[config.mk]
export PLATFORM = sky130hd
export DESIGN_NAME = reorder_buffer
export DESIGN_NICKNAME = d
export VERILOG_FILES = /design/src/design/tomasulo_pkg.sv /design/src/design/reorder_buffer.sv
export SDC_FILE = /design/constraint.sdc
export NUM_CORES = 1
export LEC_CHECK = 0
export CAP_MARGIN = 20
export CORE_AREA = 2 2 176 178
export CTS_CLUSTER_DIAMETER = 80
export DETAILED_ROUTE_END_ITERATION = 10
export DIE_AREA = 0 0 178 180
export DONT_BUFFER_PORTS = 1
export PLACE_DENSITY_LB_ADDON = 0.1
export SLEW_MARGIN = 10
export SYNTH_ARGS = -nofsm -noshare
export SYNTH_HDL_FRONTEND = slang
export SYNTH_SLANG_ARGS = --single-unit
[constraint.sdc]
create_clock -name clk_i -period 5.11 [get_ports clk_i]
set_input_delay 0.2555 -clock clk_i [delete_from_list [all_inputs] [get_ports clk_i]]
set_output_delay 0.2555 -clock clk_i [all_outputs]
set_load 0.05 [all_outputs]
[src/design/tomasulo_pkg.sv]
`default_nettype none

package tomasulo_pkg;

    localparam int XLEN           = 32;
    localparam int NUM_REGS       = 32;
    localparam int REG_W          = 5;
    localparam int ROB_DEPTH      = 8;
    localparam int TAG_W          = 3;
    localparam int CNT_W          = TAG_W + 1;
    localparam int NUM_RS         = 4;
    localparam int RS_SEL_W       = $clog2(NUM_RS);
    localparam int RS_DEPTH       = 2;
    localparam int IQ_DEPTH       = 4;
    localparam int COMMIT_CREDITS = 4;
    localparam int CRED_W         = $clog2(COMMIT_CREDITS + 1);

    typedef enum logic [3:0] {
        ALU_ADD, ALU_SUB, ALU_SLL, ALU_SLT, ALU_SLTU,
        ALU_XOR, ALU_SRL, ALU_SRA, ALU_OR, ALU_AND
    } alu_op_e;

    // data is the value when valid, otherwise tag names the producer
    typedef struct packed {
        logic             valid;
        logic [TAG_W-1:0] tag;
        logic [XLEN-1:0]  data;
    } operand_t;

    typedef struct packed {
        alu_op_e          op;
        operand_t         src1;
        operand_t         src2;
        logic [TAG_W-1:0] dest_tag;
    } rs_word_t;

    typedef struct packed {
        logic             valid;
        logic [TAG_W-1:0] tag;
        logic [XLEN-1:0]  data;
    } cdb_t;

    typedef struct packed {
        logic [REG_W-1:0] rd;
        logic [XLEN-1:0]  data;
    } commit_t;

    // waiting operand picks up a matching broadcast
    function automatic operand_t snoop(operand_t op, cdb_t cdb);
        operand_t res;
        res = op;
        if (!op.valid && cdb.valid && cdb.tag == op.tag) begin
            res.valid = 1'b1;
            res.data  = cdb.data;
        end
        return res;
    endfunction

endpackage

`default_nettype wire

[src/design/reorder_buffer.sv]
`timescale 1ns/10ps
`default_nettype none

module reorder_buffer (
    input  logic                           clk_i,
    input  logic                           rst_n_i,
    input  logic                           alloc_i,
    input  logic [tomasulo_pkg::REG_W-1:0] alloc_rd_i,
    output logic                           full_o,
    output logic [tomasulo_pkg::TAG_W-1:0] tail_tag_o,
    input  tomasulo_pkg::cdb_t             cdb_i,
    input  logic [tomasulo_pkg::TAG_W-1:0] fwd1_tag_i,
    input  logic [tomasulo_pkg::TAG_W-1:0] fwd2_tag_i,
    output logic                           fwd1_done_o,
    output logic                           fwd2_done_o,
    output logic [tomasulo_pkg::XLEN-1:0]  fwd1_data_o,
    output logic [tomasulo_pkg::XLEN-1:0]  fwd2_data_o,
    output logic                           commit_we_o,
    output logic [tomasulo_pkg::REG_W-1:0] commit_rd_o,
    output logic [tomasulo_pkg::TAG_W-1:0] commit_tag_o,
    output logic [tomasulo_pkg::XLEN-1:0]  commit_data_o,
    output logic                           commit_valid_o,
    output tomasulo_pkg::commit_t          commit_o,
    input  logic                           commit_credit_i
);

    logic [tomasulo_pkg::REG_W-1:0]     rd_q   [tomasulo_pkg::ROB_DEPTH];
    logic [tomasulo_pkg::XLEN-1:0]      data_q [tomasulo_pkg::ROB_DEPTH];
    logic [tomasulo_pkg::ROB_DEPTH-1:0] done_q;
    logic [tomasulo_pkg::TAG_W-1:0]     head_q;
    logic [tomasulo_pkg::TAG_W-1:0]     tail_q;
    logic [tomasulo_pkg::CNT_W-1:0]     count_q;
    logic [tomasulo_pkg::CRED_W-1:0]    credit_q;

    assign full_o     = count_q == tomasulo_pkg::CNT_W'(tomasulo_pkg::ROB_DEPTH);
    assign tail_tag_o = tail_q;

    // finished results stay visible to dispatch until commit
    assign fwd1_done_o = done_q[fwd1_tag_i];
    assign fwd2_done_o = done_q[fwd2_tag_i];
    assign fwd1_data_o = data_q[fwd1_tag_i];
    assign fwd2_data_o = data_q[fwd2_tag_i];

    // head leaves only when the consumer has room
    assign commit_we_o   = count_q != '0 && done_q[head_q] && credit_q != '0;
    assign commit_rd_o   = rd_q[head_q];
    assign commit_tag_o  = head_q;
    assign commit_data_o = data_q[head_q];

    always_ff @(posedge clk_i) begin
        if (!rst_n_i) begin
            head_q         <= '0;
            tail_q         <= '0;
            count_q        <= '0;
            done_q         <= '0;
            credit_q       <= tomasulo_pkg::CRED_W'(tomasulo_pkg::COMMIT_CREDITS);
            commit_valid_o <= 1'b0;
        end else begin
            if (alloc_i) begin
                done_q[tail_q] <= 1'b0;
                tail_q         <= tail_q + 1'b1;
            end
            if (cdb_i.valid) begin
                done_q[cdb_i.tag] <= 1'b1;
            end
            if (commit_we_o) begin
                head_q <= head_q + 1'b1;
            end
            case ({alloc_i, commit_we_o})
                2'b10:   count_q <= count_q + 1'b1;
                2'b01:   count_q <= count_q - 1'b1;
                default: count_q <= count_q;
            endcase
            case ({commit_we_o, commit_credit_i})
                2'b10:   credit_q <= credit_q - 1'b1;
                2'b01:   credit_q <= credit_q + 1'b1;
                default: credit_q <= credit_q;
            endcase
            commit_valid_o <= commit_we_o;
        end
    end

    always_ff @(posedge clk_i) begin
        if (alloc_i) begin
            rd_q[tail_q] <= alloc_rd_i;
        end
        if (cdb_i.valid) begin
            data_q[cdb_i.tag] <= cdb_i.data;
        end
        if (commit_we_o) begin
            commit_o <= {commit_rd_o, commit_data_o};
        end
    end

endmodule

`default_nettype wire

* Word level (Yosys, flattened, before mapping)
Memories as Yosys holds them, arrays and structs flattened. A register that Yosys moved wholly into a read port is not among the register bits. Index checks and enable logic that the tools add are counted.
Operators by class: $add $sub $neg 6, $lt $le $gt $ge 7, eq/ne operators 5, mux-type cells 23, bitwise operators 3, reductions and logical operators 8
Operators with widths (number):
- two-way mux 8 bit | 3
- less-than comparator 3 x 4 -> 1 bit, second input constant | 5
- two-way mux 3 bit | 4
- adder 3 x 1 -> 3 bit, second input constant | 3
- binary-select mux 1 bit (select 3 bit) | 3
- two-way mux 1 bit | 9
- bitwise AND 8 bit | 1
- NOT 8 bit | 1
- bitwise OR 8 bit | 1
- one-hot mux 4 bit (2 select lines) | 1
- demux 1 bit (select 3 bit) | 2
- greater-or-equal comparator 3 x 1 -> 1 bit, second input constant | 2
- one-hot mux 3 bit (2 select lines) | 1
- adder 4 x 1 -> 4 bit, second input constant | 1
- == test 2 x 1 -> 1 bit, second input constant | 2
- == test 2 bit, second input constant | 2
- == test 4 bit, second input constant | 1
- logical AND 1 bit | 4
- nonzero test 2 bit | 2
- nonzero test 4 bit | 1
- subtractor 4 x 1 -> 4 bit, second input constant | 1
- nonzero test 3 bit | 1
- subtractor 3 x 1 -> 3 bit, second input constant | 1
Storage, ports and cells: flip-flop bits (word level) 59, memory bits (writable) 296, input bits 51, output and inout bits 149, word-level logic and storage cells 62, memories kept 2
Memories:
- data_q | depth 8, width 32, read ports 3, clocked after memory_dff 1, write ports 1, line reorder_buffer.sv:28 | logic [tomasulo_pkg::XLEN-1:0] data_q [tomasulo_pkg::ROB_DEPTH];
- rd_q | depth 8, width 5, read ports 1, clocked after memory_dff 1, write ports 1, line reorder_buffer.sv:27 | logic [tomasulo_pkg::REG_W-1:0] rd_q [tomasulo_pkg::ROB_DEPTH];

* Logic depth before layout (Yosys ltp)
Gate-level depths: netlist (run 1).
depth after elaboration 10, gate-level depth with buffers 10, depth with buffers taken out 10

* Worst setup path after synthesis (run 1)
OpenSTA, ideal clock, no wires.
kind register -> register, start register head_q, in the netlist commit_tag_o[1], end register count_q[2] (netlist bit), library setup time 70 ps, arrival 4511 ps, data required time 5040 ps, setup slack 529 ps, cell stages (with the launch flop) 11, buffers on the path 0, clock period less this slack 4581 ps, cell sequence dfxtp_1 mux2i_1 a31o_1 nor4_4 ha_1 xor2_1 ha_1 a21oi_1 xor2_1 or3_1 a21oi_1
Between the ends: word-level cells in the longest chain between the ends 6, elaborated cells between the ends (all ways) 8, those cells by class 2 x eq/ne; 3 x mux; 3 x reduce/logical
Ends and longest elaborated chain:
- start: declaration | line reorder_buffer.sv:30 | logic [tomasulo_pkg::TAG_W-1:0] head_q;
- start signal: assignment | line reorder_buffer.sv:67 | head_q <= head_q + 1'b1;
- binary-select mux 1 bit (select 3 bit) * | line reorder_buffer.sv:45 | assign commit_we_o = count_q != '0 && done_q[head_q] && credit_q != '0;
- two-way mux 1 bit (not written as such) * | line reorder_buffer.sv:45
- logical AND 1 bit * (2 in series) | line reorder_buffer.sv:45
- via commit_we_o | line reorder_buffer.sv:18 | output logic commit_we_o,
- == test 2 x 1 -> 1 bit / == test 2 bit (equally long branches) | line reorder_buffer.sv:69 | case ({alloc_i, commit_we_o})
- one-hot mux 4 bit (2 select lines) / nonzero test 2 bit (equally long branches)
- end signal: assignment | line reorder_buffer.sv:70 | 2'b10: count_q <= count_q + 1'b1;
- end signal: assignment | line reorder_buffer.sv:71 | 2'b01: count_q <= count_q - 1'b1;
- end signal: assignment | line reorder_buffer.sv:72 | default: count_q <= count_q;
- end: declaration | line reorder_buffer.sv:32 | logic [tomasulo_pkg::CNT_W-1:0] count_q;
Mark *: on every way through the listed nets, which the timed path passes. The rest lies on a longest branch. The select of a mux whose other input is x is not followed. A chain may end at the register's enable or synchronous reset.

* Worst setup path after layout (run 1)
Ends and elaborated chain as after synthesis.

==> results_dict.tcl, run 1 <==
set metrics [dict create \
    grt_pass1_vias 9736 \
    netlist_instances 844 \
    clk_pin_slew_ps 60 \
    cp_num_buf_inv 1 \
    synth_top_area_share_pct 57.7 \
    fmax_mhz 278 \
    clock_latency_ps 520 \
    ios 200 \
    ant_nets 0 \
    path_delay_family "flip-flops" \
    initial_core_util_pct 57.4 \
    power-per-cell-area_nw_per_um2 347 \
    clock-skew-final_ps 15.8 \
    cts_root_buf "clkbuf_16" \
    synth_edf_count 333 \
    nNetsFinal 939 \
    setup_viol 0 \
    tns_ps 0 \
    antenna_found_initial 1 \
    synth_cell_type_count 34 \
    synth_area_per_cell_um2 20.5 \
    hp-class "primary input to flop" \
    postCtsSetupRepairBufs 0 \
    relSlewSlack_pct 34.6 \
    vdd_ir_drop_max_v 0.000260 \
    synth_top_family_by_area "multiplexers" \
    synth_seq_cells 358 \
    yosysSeqAreaShare_pct 60.6 \
    gp_congestion 0.755 \
    num_antenna_cells 0 \
    cts_buffers 40 \
    track_usage_pct 25.7 \
    finalCritPeriodShare_pct 70.3 \
    cp.required_ps 5540 \
    die_h_um 180 \
    yosys.area_share.adder_pct 0.549 \
    clockBufferDepth 3 \
    yosys_most_used_dff "edfxtp_1" \
    synth_area_um2 17300 \
    vias 8922 \
    post_drt_wl_per_cell_um 31.0 \
    die-area_um2 32000 \
    max_stage_delay_ps 780 \
    synthMuxAreaShare_pct 34.2 \
    first_pass_iters 6 \
    p_leak_uw 0.00599 \
    drc 0 \
    worst_pin_slew_ps 974 \
    critPathSlowestCell "dfxtp_1" \
    grt_overflow 0 \
    crit_path_end_kind "flop" \
    grt_pass1_wl_um 60100 \
    grt_max_degree 67 \
    yosysTopAreaCell "edfxtp_1" \
    synth_compound_area_share_pct 0.556 \
    synth-simple-area-share_pct 2.08 \
    rsz0062_at_grt "no" \
    fp.dieW_um 178 \
    synth_nets 902 \
    cts_tree "built" \
    ys_async_sr_fraction_pct 0 \
    synth_area_leaders "edfxtp_1, mux4_2, mux2_2" \
    via_per_inst 6.84 \
    port_buffers 0 \
    path_cells "mux2i_1 > a31o_1 > nor4_4 > buf_4 > ha_1 > xor2_1 > ha_1 > a21oi_1 > xor2_1 > or3_1 > a21oi_1" \
    critical_path_class "flop to flop" \
    num_rows 64 \
    critical_path_arrival_ps 4020 \
    drv_cap 0 \
    status "finished clean" \
    path_max_fanout 27 \
    period_needed_ps 3590 \
    yosysWarningCount 0 \
    core_um2 30200 \
    place_hpwl_um 22800 \
    syn_to_final_growth_pct 11.7 \
    hold_violations 0 \
    synth_xor_area_share_pct 0.354 \
    drt_iter0_drc 640 \
    fin_util_pct 64.1 \
    drive_above_1_share_pct 42.8 \
    routed_wl_um 40400 \
    drv_slew 0 \
    cts_sinks 358 \
    cts_max_level 2 \
    start_kind "flop" \
]
[cell usage in the layout (no fill, tap or decap), drive strengths merged, types with 2 or more instances in the layout]
cell type / count
edfxtp: 333
mux4: 207
mux2: 104
clkbuf: 50
dlygate4sd3: 39
nor2: 29
dfxtp: 25
buf: 16
clkinv: 16
nand2: 10
mux2i: 9
nand2b: 8
inv: 6
xor2: 6
o21ai: 6
ha: 6
o21a: 5
nor2b: 5
a21oi: 4
nor3: 4
or3: 3
nand3b: 2
nor3b: 2
bufinv: 2
nor4: 2
[power breakdown]
part           internal (uW)  total [uW]  switching (uW)
combinational            272         706             434
sequential              3300        3380            77.7
clock                   1560        2640            1080
total                   5130        6730            1590
[worst paths after layout]
path | start | to | slack, ps | cells after the start
worst max register to register | commit_tag_o[1]$_SDFFE_PN0P_ | count_q[2]$_SDFFE_PN0P_ | 1520 | 11
worst max-delay path | commit_tag_o[1]$_SDFFE_PN0P_ | count_q[2]$_SDFFE_PN0P_ | 1520 | 11
worst min register to register | count_q[3]$_SDFFE_PN0P_ | count_q[3]$_SDFFE_PN0P_ | 500 | 2
worst min-delay path | rst_n_i | done_q[5]$_SDFF_PN0_ | 160 | 2
[per-layer routing]
| metal | GRT usage [%] | vias up | part of all wire (%) |
|---|---|---|---|
| met5 | 0 | - | 0.027 |
| met4 | 7.48 | 2 | 2.4 |
| met3 | 5.58 | 72 | 8.1 |
| met2 | 44.1 | 375 | 53 |
| met1 | 33.3 | 4765 | 37 |
| li1 | - | 3708 | - |
[flip-flops by register name, summed over array words and instances (netlist names), named ones only]
| name | cells |
|---|---|
| rd_q | 40 |
| credit_q | 3 |
| commit_tag_o | 3 |
| tail_tag_o | 3 |
| count_q | 4 |
| commit_valid_o | 1 |
| commit_o | 37 |
| data_q | 256 |
| done_q | 8 |
[final cells by class]
class / count / area [um2]
fillers: 2005 / 10800
flip-flops and latches: 358 / 10500
multi-input cells: 420 / 6600
clock buffers: 50 / 1060
repair buffers: 55 / 531
well taps: 396 / 495
clock inverters: 19 / 139
inverters: 6 / 22.5
[cell families after synthesis]
kind of cell	Yosys count
muxes	320
buffers and inverters	66
and+or+nand+nor	70
DFF	358
adders and majority gates	7
AOI/OAI and AO/OA	16
xor gates and xnor gates	7
[cell usage after synthesis (6+ instances only)]
cell,number
buf_2,25
clkbuf_1,29
dfxtp_1,25
edfxtp_1,333
ha_1,6
inv_1,6
mux2_2,104
mux2i_1,9
mux4_2,206
nand2_1,10
nand2b_1,8
nor2_1,29
o21ai_0,6
xor2_1,6
[worst register-to-register path: cells and delay by family, from the launching register on]
kind | cells | cell delay [ps]
and+or+nand+nor | 2 | 630
adders and majority gates | 2 | 530
muxes | 1 | 180
AOI/OAI and AO/OA | 3 | 530
buffers and inverters | 1 | 510
xor gates and xnor gates | 2 | 350
DFF | 1 | 780
[per-stage QoR]
stage / cell area, um2 / power, uW / hold WS (ps) / instances / worst slack, ps
after CTS: 19400 / 6770 / 147 / 1304 / 1540
after global routing: 19400 / 6930 / 170 / 1304 / 1350
after detailed placement: 17800 / 4090 / 339 / 1196 / 1570
after global placement: 17700 / 4070 / 330 / 1195 / 1730
after floorplan: 17300 / 4040 / 354 / 844 / 529
final: 19400 / 6730 / 156 / 1304 / 1520
[timing repair]
action	CTS	global route
setup endpoints to repair	0	0
hold endpoints to repair	310	0
hold buffers	39	0
gates resized for setup	0	0
(Power assumes the default switching activity.)
==> run 2: changes to the inputs <==
- ABC_AREA: unset -> 1
- CORE_AREA: 2 2 176 178 -> 2 2 180 182
- DIE_AREA: 0 0 178 180 -> 0 0 182 184
- clock period: 5.11 -> 3.5 ns (I/O delays scaled with it)
==> results_dict.tcl, run 2 <==
set metrics [dict create \
    status "finished clean" \
    synth_area_um2 18200 \
    antenna_found_initial 2 \
    clock_latency_ps 530 \
    share_clk_of_total_power_pct 35.7 \
    vdd_ir_drop_max_v 0.000349 \
    synth_area_per_cell_um2 9.42 \
    ys_async_sr_fraction_pct 0 \
    grt_max_degree 233 \
    drc 0 \
    drv_slew 0 \
    cts_max_level 2 \
    r2r_end "count_q[2]$_SDFFE_PN0P_" \
    post_drt_wl_per_cell_um 21.1 \
    crit_path_end_kind "output port" \
    yosysSeqAreaShare_pct 57.8 \
    worst_pin_slew_ps 1000 \
    drt_iter0_drc 1692 \
    switchingPower_uw 3170 \
    hold_violations 0 \
    period_needed_ps 2820 \
    dpl_cell_area_um2 18900 \
    rsz0062_at_grt "no" \
    post-route-cell-area_um2 20500 \
    vias 15377 \
    power_switching_share_pct 29.4 \
    yosysWarningCount 0 \
    path_max_fanout 37 \
    routed_wl_um 50700 \
    die-area_um2 33500 \
    synthTopCellsByCount "o21ai_0, edfxtp_1, nor2_1" \
    synth_edf_count 333 \
    cts_hold_buf 40 \
    yosys_most_used_dff "edfxtp_1" \
    synth_area_leaders "edfxtp_1, o21ai_0, a21oi_1" \
    worst-r2r-setup-slack_ps 700 \
    cts_resized 0 \
    setup_viol 0 \
    port_buffers 0 \
    ant_nets 0 \
    core_um2 31400 \
    regMostFlops "data_q" \
    grt_pass1_vias 14758 \
    p_int_uw 7620 \
    finalCritPeriodShare_pct 80.6 \
    num_rows 65 \
    ios 200 \
    cts_tree "built" \
    initial_core_util_pct 57.9 \
    clk_pin_slew_ps 60 \
    yosysMostFrequentCell "o21ai_0" \
    fp.dieW_um 182 \
    cts_root_buf "clkbuf_16" \
    place_hpwl_um 27600 \
    syn_to_final_growth_pct 12.9 \
    p_seq_share_pct 46.8 \
    relSlewSlack_pct 33.2 \
    fmax_mhz 354 \
    synth_seq_cells 358 \
    drive_above_1_share_pct 10.0 \
    p_comb_share_pct 17.5 \
    mostFrequentLayoutCells "o21ai_0, edfxtp_1, nor2_1" \
    clockBufferDepth 3 \
    grt_overflow 0 \
    final_common_cell "o21ai_0" \
    netlist_instances 1928 \
    largest_reg_flops 256 \
    start_kind "flop" \
    setup.worst_path.end "commit_rd_o[2]" \
    track_usage_pct 29.7 \
    synth_nets 1986 \
    reg_top3 "data_q: 256 flops, rd_q: 40 flops, commit_o: 37 flops" \
    cts_sinks 358 \
    cp.required_ps 3320 \
    drv_cap 0 \
    hp-class "primary input to flop" \
    synth_cell_type_count 30 \
    die_h_um 184 \
    nNetsFinal 2035 \
    gp_congestion 0.852 \
    clock-skew-final_ps 15.4 \
    r2r-start "commit_tag_o[0]$_SDFFE_PN0P_" \
    critical_path_arrival_ps 2650 \
    grt_pass1_wl_um 78400 \
    cts_buffers 38 \
    via_per_inst 6.38 \
    reg2reg_depth 16 \
    synth_top_area_share_pct 55.1 \
    p_leak_uw 0.00715 \
    power-per-cell-area_nw_per_um2 526 \
    postCtsSetupRepairBufs 0 \
    tns_ps 0 \
    critical_path_class "flop to output port" \
    yosysTopAreaCell "edfxtp_1" \
    first_pass_iters 5 \
]
## run 2: kinds of logic (layout without fill, tap and decap cells)
family / Yosys count / after routing / synth area share, %
simple gates: 426 / 426 / 8.96
fa+ha+maj: 7 / 7 / 0.524
buf+inv: 295 / 373 / 7.37
other cells: 0 / 2 / 0
flops: 358 / 358 / 57.8
compound gates: 840 / 840 / 25.2
xor+xnor: 2 / 2 / 0.0965
## run 2: layout make-up
class / count / area [um2]
clock inverters: 26 / 208
diodes: 2 / 5.00
fillers: 2483 / 10900
repair buffers: 168 / 1400
clock buffers: 43 / 970
multi-input cells: 1275 / 6400
well taps: 402 / 503
inverters: 136 / 517
flip-flops and latches: 358 / 10500
## run 2: power by group through the flow
stage	logic, uW	clock network, uW	registers (uW)
floorplan	1410	0	5120
global placement	1770	0	5130
detailed placement	1790	0	5140
CTS	1880	3900	5050
global route	2020	4080	5070
finish	1880	3850	5050
## run 2: worst min-delay path by stage
stage | from | endpoint | cells past startpoint
final | alloc_i | done_q[7]$_SDFF_PN0_ | 3
after global routing | alloc_i | done_q[7]$_SDFF_PN0_ | 3
after CTS | alloc_i | done_q[7]$_SDFF_PN0_ | 3
after detailed placement | cdb_i[5] | data_q[2][5]$_DFFE_PP_ | 0
after global placement | alloc_rd_i[2] | rd_q[3][2]$_DFFE_PP_ | 0
after floorplan | cdb_i[0] | data_q[0][0]$_DFFE_PP_ | 0
## run 2: critical path, stage by stage (launching register included)
cell and delay (ps):
dfxtp_4 350, inv_2 720, o21ai_0 250, o22ai_1 220
nor2_1 60, a31oi_1 250, buf_4 260
## run 2: through the flow
stage	hold WS (ps)	power [uW]	std cells	setup WS, ps	util (%)
global placement	274	6900	2299	874	60.3
global route	99.7	11200	2410	409	65.3
detailed placement	274	6930	2299	719	60.3
finish	28.9	10800	2410	678	65.3
CTS	15.9	10800	2408	677	65.3
floorplan	274	6530	1928	166	-
## run 2: routing by layer
metal	wire [um]	vias up	track usage, %	part of all wire [%]
li1	-	7065	-	-
met1	20700	7296	40.3	41
met2	23900	897	48.9	47
met3	4830	119	4.66	9.5
met4	1290	0	10.8	2.5
met5	0	-	0	0
==> run 3: changes to the inputs <==
- clock period: 3.5 -> 2.4 ns (I/O delays scaled with it)
==> results_dict.tcl, run 3 (synthesized netlist as in run 2, its figures left out) <==
set metrics [dict create \
    path_delay_family "compound AO/OA/AOI/OAI gates" \
    drive_above_1_share_pct 12.0 \
    power-per-cell-area_nw_per_um2 768 \
    fp.dieW_um 182 \
    die-area_um2 33500 \
    period_needed_ps 2300 \
    regMostFlops "data_q" \
    die_h_um 184 \
    p_leak_uw 0.00735 \
    path_max_fanout 56 \
    antenna_found_initial 1 \
    p_total_uw 16100 \
    cts_sinks 358 \
    cts_buffers 39 \
    status "finished clean" \
    holdPathEnd "data_q[0][29]$_DFFE_PP_" \
    cp_num_buf_inv 3 \
    max_stage_delay_ps 480 \
    critical_path_class "flop to output port" \
    port_buffers 0 \
    mostFrequentLayoutCells "o21ai_0, edfxtp_1, nor2_1" \
    dpl.cell_count 2320 \
    grt_overflow 0 \
    track_usage_pct 30.5 \
    holdWs_ps 65.3 \
    grt_pass1_vias 14972 \
    vdd_ir_drop_max_v 0.000651 \
    rsz0062_at_grt "no" \
    r2r_end "count_q[2]$_SDFFE_PN0P_" \
    holdPathStages 3 \
    path_cells "inv_4 > buf_12 > o21ai_0 > a21oi_1 > a31oi_2 > buf_4" \
    grt_pass1_wl_um 80000 \
    fmax_mhz 434 \
    cts_tree "built" \
    syn_to_final_growth_pct 15.6 \
    clockBufferDepth 3 \
    initial_core_util_pct 57.9 \
    hp-class "primary input to flop" \
    via_per_inst 6.40 \
    nNetsFinal 2063 \
    place_hpwl_um 28700 \
    cts_max_level 2 \
    drc 0 \
    crit_path_end_kind "output port" \
    clock_latency_ps 540 \
    worst_pin_slew_ps 713 \
    start_kind "flop" \
    hp-start "cdb_i[34]" \
    routed_wl_um 51800 \
    fin_util_pct 66.9 \
    grt_max_degree 233 \
    core_um2 31400 \
    critical_path_arrival_ps 2180 \
    nFillCells 2379 \
    drv_cap 0 \
    setup_viol 0 \
    reg2reg_depth 15 \
    ant_nets 0 \
    first_pass_iters 5 \
    worst-r2r-setup-slack_ps 180 \
    ios 200 \
    reg_top3 "data_q: 256 flops, rd_q: 40 flops, commit_o: 37 flops" \
    hold_violations 0 \
    clk_pin_slew_ps 60 \
    drt_iter0_drc 1817 \
    finalCritPeriodShare_pct 96.0 \
    drv_slew 0 \
    tns_ps 0 \
    cp.required_ps 2280 \
    relSlewSlack_pct 52.5 \
    cts_root_buf "clkbuf_16" \
    final_common_cell "o21ai_0" \
    instances_no_fill 2436 \
    num_rows 65 \
    critPathSlowestCell "dfxtp_4" \
    clock-skew-final_ps 20.9 \
    r2r-start "commit_tag_o[0]$_SDFFE_PN0P_" \
    gp_congestion 0.860 \
    vias 15590 \
    post_drt_wl_per_cell_um 21.2 \
    largest_reg_flops 256 \
]
## run 3: how the worst max path moves through the flow
stage | start | end | slack [ps] | cells past startpoint
5_1_grt | commit_tag_o[0]$_SDFFE_PN0P_ | credit_q[2]$_SDFFE_PN1P_ | 0.8 | 13
6_report | flop | commit_data_o[0] | 100 | 6
2_1_floorplan | commit_tag_o[0]$_SDFFE_PN0P_ | count_q[2]$_SDFFE_PN0P_ | -480 | 15
3_3_place_gp | commit_tag_o[0]$_SDFFE_PN0P_ | count_q[2]$_SDFFE_PN0P_ | 260 | 15
3_5_place_dp | commit_tag_o[0]$_SDFFE_PN0P_ | count_q[2]$_SDFFE_PN0P_ | 190 | 15
4_1_cts | flop | commit_data_o[20] | 10 | 6
## run 3: repair_timing
action,4_1_cts,5_1_grt
setup buffers,2,4
hold buffers,40,0
resized for setup,3,6
endpoints found under the setup margin,26,20
hold endpoints to repair,318,0
## run 3: worst min-delay path, stage by stage
cell and delay (ps):
nor2_1 20, inv_1 130, nor2_4 130
## run 3: layout make-up
type                            count  area (um2)  area share (%)
Timing Repair Buffer              195        1720            8.21
Inverter                          136         519            2.47
Multi-Input combinational cell   1275        6490            30.9
Sequential cell                   358       10500            50.1
Clock inverter                     19         203           0.965
Clock buffer                       50        1040            4.95
Tap cell                          402         503            2.40
Antenna cell                        1        2.50          0.0119
## run 3: layer usage
metal  vias to the layer above  part of all wire, %  global-route usage (%)  wire, um
met5                         -                    0                       0         0
met4                         0                  3.0                    12.3      1570
met3                       148                   10                    4.77      5290
met2                       985                   47                    50.2     24500
met1                      7329                   39                    40.8     20400
li1                       7128                    -                       -         -
## run 3: where the power goes
part	switching, uW	internal [uW]	total [uW]
Sequential	284	7100	7390
Clock	2400	3490	5880
Combinational	2000	857	2850
Total	4680	11400	16100
## run 3: per-stage QoR
step                      setup slack, ps  area [um2]
after detailed placement              185       19300
after global placement                261       19300
after CTS                            12.0       20900
final                                95.3       21000
after global routing                0.789       21000
after floorplan                      -483       18200
